<file path="src/cpu_bus_pkg.sv">
// shared bus types, region codes and timing constants, imported by every block of the bus subsystem
package cpu_bus_pkg;

    // one cpu bus cycle as seen by the timing logic
    typedef struct packed {
        logic        as_n;  // address strobe, active low
        logic        rw;    // 1 = read
        logic [23:1] addr;  // word address, 68000 style
        logic [15:0] wdata; // write data, stable while as_n low
    } cpu_bus_t;

    // decode result; both bits low means local i/o
    typedef struct packed {
        logic mem_cs;   // slow shared memory
        logic qs_cs;    // sound cpu window
    } sel_t;

    // region codes on addr[23:20]
    localparam logic [3:0] MEM_BASE = 4'h0;
    localparam logic [3:0] QS_BASE  = 4'hf;

    // shared memory model
    localparam int MEM_AW         = 8;     // 256 words
    localparam int MEM_LAT        = 4;     // cycles of bus_busy per access
    localparam int LAT_W          = $clog2(MEM_LAT);
    localparam int REFRESH_PERIOD = 64;    // cycles between refresh windows
    localparam int REFRESH_LEN    = 6;     // cycles the array is blocked
    localparam int REF_W          = $clog2(REFRESH_PERIOD);

    // stall recovery
    localparam int FAIL_STEP = 3;   // added per lost cen16
    localparam int FAIL_W    = 6;

    // grant synchronizer depth
    localparam int SYNC_STAGES = 2;

endpackage

</file>
<file path="src/bus_region_decode.sv">
// decodes the strobed cpu address into shared memory and sound window chip selects
`timescale 1ns/10ps

module bus_region_decode import cpu_bus_pkg::*; (
    input  cpu_bus_t cpu,
    output sel_t     sel
);

    logic       active;     // strobe asserted
    logic [3:0] region;     // top address nibble

    assign active = ~cpu.as_n;
    assign region = cpu.addr[23:20];

    // idle bus selects nothing, anything not matched is local i/o
    always_comb begin
        sel        = '0;
        if (active) begin
            sel.mem_cs = region == MEM_BASE;
            sel.qs_cs  = region == QS_BASE;
        end
    end

endmodule

</file>
<file path="src/mem_port.sv">
// slow shared memory model with fixed latency and periodic refresh, reporting a busy level to the bus
`timescale 1ns/10ps

module mem_port import cpu_bus_pkg::*; (
    input  logic        clk,
    input  logic        rst,
    input  cpu_bus_t    cpu,
    input  logic        mem_cs,     // strobed memory select from decode
    output logic        bus_busy,
    output logic [15:0] rdata
);

    logic              last_as_n;
    logic [REF_W-1:0]  ref_cnt;     // phase within the refresh period
    logic [LAT_W-1:0]  lat_cnt;     // access cycles done
    logic              refresh;     // array blocked
    logic              req;
    logic              done;
    logic [MEM_AW-1:0] word_addr;
    logic [15:0]       mem [0:(1 << MEM_AW) - 1];

    assign refresh   = ref_cnt < REF_W'(REFRESH_LEN);  // first cycles of each period
    assign req       = mem_cs & last_as_n;              // only on the falling strobe
    assign done      = bus_busy & ~refresh & (lat_cnt == LAT_W'(MEM_LAT - 1));
    assign word_addr = cpu.addr[MEM_AW:1];              // cpu holds addr through the cycle

    always_ff @(posedge clk, posedge rst) begin
        if (rst) begin
            last_as_n <= 1'b1;
            ref_cnt   <= '0;
            lat_cnt   <= '0;
            bus_busy  <= 1'b0;
        end else begin
            last_as_n <= cpu.as_n;
            ref_cnt   <= (ref_cnt == REF_W'(REFRESH_PERIOD - 1)) ? '0 : ref_cnt + 1'b1;
            if (req) begin
                bus_busy <= 1'b1;
                lat_cnt  <= '0;
            end else if (bus_busy && !refresh) begin  // latency frozen during refresh
                lat_cnt <= lat_cnt + 1'b1;
                if (done) begin
                    bus_busy <= 1'b0;
                end
            end
        end
    end

    // array access lands on the cycle busy drops
    always_ff @(posedge clk) begin
        if (done) begin
            if (cpu.rw) begin
                rdata <= mem[word_addr];
            end else begin
                mem[word_addr] <= cpu.wdata;
            end
        end
    end

endmodule

</file>
<file path="src/qs_grant_sync.sv">
// requests the sound cpu bus during sound window cycles and brings the returned grant into clk
`timescale 1ns/10ps

module qs_grant_sync import cpu_bus_pkg::*; (
    input  logic clk,
    input  logic rst,
    input  logic as_n,
    input  logic qs_cs,
    input  logic qs_busak_n,    // from the sound side, not related to clk
    output logic qs_busrq_n,
    output logic qs_busakn_s
);

    logic [SYNC_STAGES-1:0] sync;   // grant shift chain, idle high

    assign qs_busakn_s = sync[SYNC_STAGES-1];

    always_ff @(posedge clk, posedge rst) begin
        if (rst) begin
            qs_busrq_n <= 1'b1;
            sync       <= '1;
        end else begin
            qs_busrq_n <= ~(qs_cs & ~as_n);    // drop request with the strobe
            sync       <= {sync[SYNC_STAGES-2:0], qs_busak_n};
        end
    end

endmodule

</file>
<file path="src/bus_dtack.sv">
// generates DTACKn per bus cycle and the cen16/cen16b enables, shortening the period to recover stalls
`timescale 1ns/10ps

module bus_dtack import cpu_bus_pkg::*; (
    input  logic clk,
    input  logic rst,
    input  logic as_n,          // cpu address strobe
    input  logic bus_cs,        // cycle goes to shared memory
    input  logic bus_busy,      // memory still working
    input  logic qs_cs,         // cycle goes to sound window
    input  logic qs_busakn_s,   // synchronized sound bus grant, active low
    output logic DTACKn,
    output logic cen16,
    output logic cen16b
);

    logic [1:0]        cen_cnt;     // divider phase
    logic              last_as_n;   // strobe one cycle back
    logic              s3_over;     // first cen of the cycle already passed
    logic [FAIL_W-1:0] fail_cnt;    // lost enables still to pay back
    logic              recover;
    logic              cnt_over;
    logic              short_wrap;
    logic              hold_hi;
    logic              stall_hit;

    // pay back only when the cpu is not waiting on us
    assign recover = (as_n | ~DTACKn) & (fail_cnt != '0);

    // wrap at 2 while recovering, at 3 otherwise
    // >= keeps a late switch into recovery from running past the wrap
    assign cnt_over   = recover ? (cen_cnt >= 2'd1) : (cen_cnt >= 2'd2);
    assign short_wrap = recover & (cen_cnt == 2'd1);  // one cycle saved

    // idle strobe, falling-edge cycle, or sound window without grant
    assign hold_hi = as_n | last_as_n | (qs_cs & qs_busakn_s);

    // an enable lost to a memory stall after the cycle's first cen
    assign stall_hit = ~as_n & bus_cs & bus_busy & s3_over & cen16;

    // clock enable divider
    always_ff @(posedge clk, posedge rst) begin
        if (rst) begin
            cen_cnt <= 2'd0;
            cen16   <= 1'b0;
            cen16b  <= 1'b0;
        end else begin
            cen_cnt <= cnt_over ? 2'd0 : cen_cnt + 2'd1;
            cen16   <= cen_cnt == 2'd0;
            cen16b  <= cen_cnt == 2'd1;    // always the cycle after cen16
        end
    end

    // strobe tracking and acknowledge
    always_ff @(posedge clk, posedge rst) begin
        if (rst) begin
            last_as_n <= 1'b1;
            DTACKn    <= 1'b1;
            s3_over   <= 1'b0;
        end else begin
            last_as_n <= as_n;
            if (hold_hi) begin
                DTACKn  <= 1'b1;
                s3_over <= 1'b0;
            end else begin
                if (cen16) begin
                    s3_over <= 1'b1;
                end
                // i/o and granted sound cycles ack at once, memory waits for busy
                if (!bus_cs || !bus_busy) begin
                    DTACKn <= 1'b0;
                end
            end
        end
    end

    // saturating fail counter
    always_ff @(posedge clk, posedge rst) begin
        if (rst) begin
            fail_cnt <= '0;
        end else if (stall_hit) begin
            if (fail_cnt > ({FAIL_W{1'b1}} - FAIL_W'(FAIL_STEP))) begin
                fail_cnt <= '1;     // pinned at max
            end else begin
                fail_cnt <= fail_cnt + FAIL_W'(FAIL_STEP);
            end
        end else if (short_wrap) begin
            fail_cnt <= fail_cnt - 1'b1;    // one short period repaid
        end
    end

endmodule

</file>
<file path="src/cps_bus_top.sv">
// main cpu bus timing top level tying decode, shared memory, sound grant and acknowledge together
`timescale 1ns/10ps

module cps_bus_top import cpu_bus_pkg::*; (
    input  logic        clk,
    input  logic        rst,
    input  cpu_bus_t    cpu,
    input  logic        qs_busak_n,
    output logic        DTACKn,
    output logic [15:0] rdata,
    output logic        cen16,
    output logic        cen16b,
    output logic        qs_busrq_n
);

    sel_t sel;          // region of the current cycle
    logic bus_busy;     // shared memory stall
    logic qs_busakn_s;  // grant in clk domain

    bus_region_decode u_decode (
        .cpu (cpu),
        .sel (sel)
    );

    mem_port u_mem (
        .clk      (clk),
        .rst      (rst),
        .cpu      (cpu),
        .mem_cs   (sel.mem_cs),
        .bus_busy (bus_busy),
        .rdata    (rdata)
    );

    qs_grant_sync u_qs_sync (
        .clk         (clk),
        .rst         (rst),
        .as_n        (cpu.as_n),
        .qs_cs       (sel.qs_cs),
        .qs_busak_n  (qs_busak_n),
        .qs_busrq_n  (qs_busrq_n),
        .qs_busakn_s (qs_busakn_s)
    );

    bus_dtack u_dtack (
        .clk         (clk),
        .rst         (rst),
        .as_n        (cpu.as_n),
        .bus_cs      (sel.mem_cs),
        .bus_busy    (bus_busy),
        .qs_cs       (sel.qs_cs),
        .qs_busakn_s (qs_busakn_s),
        .DTACKn      (DTACKn),
        .cen16       (cen16),
        .cen16b      (cen16b)
    );

endmodule

</file>
<file path="config.mk">
export PLATFORM = sky130hd
export DESIGN_NAME = cps_bus_top
export DESIGN_NICKNAME = d
export VERILOG_FILES = /design/src/cpu_bus_pkg.sv /design/src/bus_region_decode.sv /design/src/mem_port.sv /design/src/qs_grant_sync.sv /design/src/bus_dtack.sv /design/src/cps_bus_top.sv
export SDC_FILE = /design/constraint.sdc
export NUM_CORES = 2
export LEC_CHECK = 0
export ABC_AREA = 0
export BUFFER_PORTS_ARGS = -buffer_cell sky130_fd_sc_hd__buf_2
export CAP_MARGIN = 0
export CORE_ASPECT_RATIO = 0.7
export CORE_UTILIZATION = 63
export CTS_CLUSTER_DIAMETER = 120
export DETAILED_ROUTE_END_ITERATION = 6
export PLACE_DENSITY = 0.79
export REMOVE_ABC_BUFFERS = 1
export SLEW_MARGIN = 30
export SYNTH_ARGS = -nofsm -noshare
export SYNTH_HDL_FRONTEND = slang
export SYNTH_SLANG_ARGS = --single-unit
</file>
<file path="constraint.sdc">
create_clock -name clk -period 3.6 [get_ports clk]
set_clock_uncertainty 0.2 [all_clocks]
set_input_delay 0.72 -clock clk [delete_from_list [all_inputs] [get_ports clk]]
set_output_delay 0.72 -clock clk [all_outputs]
set_load 0.01 [all_outputs]
</file>
==> flow_summary.yaml <==
power:
  power_density_nw_per_um2: 531.2
  p_leak_uw: 0.05638
  irDropWorstVdd_uv: 413.1
  power_uw: 95530
clock_network:
  cts_sinks: 4136
  cts.repair.resized: 0
  cts_tree: "built"
  cts_root_buffer: "clkbuf_16"
  path_clk_slew_ns: 0.07
  cts_buffers: 357
  clockBufferDepth: 4
  insertion_delay_ns: 0.90
  post_cts_buffers: 0
  htreeDepth: 5
  holdBufCountCts: 8
final_layout:
  design_area_um2: 179800
  drive_gt1_frac: 0.3088
  layout_common_cells: "edfxtp_1 (4112), mux4_2 (1024), buf_4 (651)"
  synthToLayoutAreaGrowth_pct: 14.94
  nets: 7754
  layout.cells.most_common: "edfxtp_1"
  fillers: 12540
placed_design:
  io_buffer_count: 52
  gp_congestion: 0.9449
  hpwl_um: 241200
  place_area_um2: 168900
synthesis:
  yosysWarnings: 0
  syn_inst: 6826
  synth_area_leaders: "edfxtp_1 (79%), mux4_2 (15%), a22oi_1 (2.5%), a21oi_1 (0.83%), clkbuf_1 (0.66%)"
  synth_edf_count: 4112
  ys_seq_area_frac: 0.7931
  postSynthAreaPerCell_um2: 22.92
  synth.largest_area_cell: "edfxtp_1"
  ys_types: 49
  synthFlopType: "edfxtp_1"
  synth_top_area_share: 0.7892
  netlist_area_um2: 156500
  synthArstFlopShare: 0.005803
  ys_ff_latch: 4136
critical_path:
  critPathKind: "input pin to register"
  cp-start-kind: "input pin"
  crit_fanout: 13
  cp-end-kind: "register"
  arrival_ns: 3.94
  required_ns: 4.04
route:
  dr.pass1.iters: 7
  ant_nets: 0
  via_per_inst: 7.424
  wl_per_cell_um: 38.96
  routed_wl_um: 440400
  drt_iter0_drc: 15030
  vias: 83920
  drc: 1
floorplan:
  fp.dieW_um: 597.6
  initial_core_util: 0.6357
  fp.dieArea_um2: 250400
  die_h_um: 418.9
  core_area_um2: 246100
  rows: 152
  ios: 64
outcome:
  status: "finished with violations"
  violations: "design-rule violations"
timing:
  post-route-min-period_ns: 3.505
  min_period_over_period: 0.9736
  max_freq_mhz: 285.3
  setup_viol: 0
  worst_pin_slew_ns: 1.125
  maxSlewHeadroom: 0.2498
  worst_hold_slack_ns: 0.04360
  maxSlewViolCount: 0
  rsz0062_at_grt: "false"
  hold_viol: 0
global_route:
  grt-ovfl-total: 0
  grt_use_total: 0.3537
  grt_pass1_vias: 82530
  grt_pass1_wl_um: 617400
  antenna_found_initial: 34
  grt_max_degree: 125
run:
  maxCapViolations: 0
hold_path:
  hold_path.class: "input pin to register"
[cell families after synthesis]
group / share of synthesized area
AO/OA/AOI/OAI: 0.03751
XOR/XNOR: 0.0002800
adder cells (fa/ha/maj): 0.0005598
buffers and inverters: 0.01120
flip-flops: 0.7931
multiplexers: 0.1476
AND/OR/NAND/NOR: 0.009733
[report_power, final]
part           total, uW  internal (uW)  switching, uW  leakage, uW
logic               5310           1990           3320       0.0139
registers          53100          53000           87.7       0.0372
clock network      37200          19900          17200      0.00527
[Yosys cell counts (12+ instances only)]
cell type,number
a21oi_1,261
a22oi_1,512
buf_1,20
buf_2,117
clkbuf_1,276
dfrtp_1,19
edfxtp_1,4112
inv_1,12
mux4_2,1024
nand2_1,42
nand4_1,16
nor2_1,266
o41ai_1,64
[metrics by stage]
step	utilization	setup TNS (ns)	instances	setup WS, ns
after detailed placement	0.6862	-5.414	10650	-0.6763
after global routing	0.7305	0	11280	0.1132
after global placement	0.6862	-4.510	10650	-0.6004
after floorplan	-	-	6412	-10.28
final	0.7307	0	11300	0.09513
after CTS	0.7304	0	11280	0.1730
[registers in the layout, indices dropped and copies added, names as in the netlist]
register / cells
u_dtack.last_as_n: 1
u_dtack.cen16b: 1
u_mem.lat_cnt: 2
u_mem.mem: 4096
u_dtack.fail_cnt: 6
u_dtack.DTACKn: 1
u_qs_sync.qs_busrq_n: 1
u_mem.rdata: 16
u_dtack.s3_over: 1
u_mem.bus_busy: 1
u_dtack.cen_cnt: 2
u_mem.ref_cnt: 6
u_qs_sync.sync: 2
[cell type report]
type                    instances  area (um^2)  area share
clock inverters               178         1364    0.007584
diodes                         23        57.56   0.0003201
inverters                      12        45.04   0.0002505
multi-input cells            2264        30860      0.1716
repair buffers                932         9844     0.05474
clock buffers                 448         9433     0.05245
flip-flops and latches       4136       124100      0.6900
well taps                    3311         4143     0.02304
[per-layer routing]
metal / wire (um) / vias to the layer above / global-route usage
li1: - / 31120 / -
met1: 145700 / 42880 / 0.4837
met2: 205700 / 8549 / 0.5417
met3: 65510 / 1353 / 0.1016
met4: 23300 / 24 / 0.1538
met5: 196 / - / 0
[worst max-delay path: stages]
cell and delay, ns:
buf_12 0.21, buf_12 0.25, buf_4 0.33, mux4_2 0.58, a22oi_1 0.25, a21oi_1 0.26, o41ai_1 0.93, buf_4 0.23
nand4_1 0.08
[path summary, 6_finish.rpt]
path                                              from                           end  slack [ns]  cells past startpoint
max                                            cpu[16]      u_mem.rdata[1]$_DFFE_PP_         0.1                      9
min                                             cpu[6]   u_mem.mem[130][6]$_DFFE_PP_        0.04                      1
max reg2reg                 u_mem.ref_cnt[2]$_DFF_PP0_  u_mem.mem[192][11]$_DFFE_PP_        0.22                      8
min reg2reg                u_qs_sync.sync[0]$_DFF_PP1_   u_qs_sync.sync[1]$_DFF_PP1_        0.14                      0
max in group asynchronous                          rst   u_qs_sync.sync[0]$_DFF_PP1_        2.63                      3
min in group asynchronous                          rst  u_dtack.cen_cnt[1]$_DFF_PP0_        0.20                      3
Note: power is estimated with default switching activity, not from simulation.
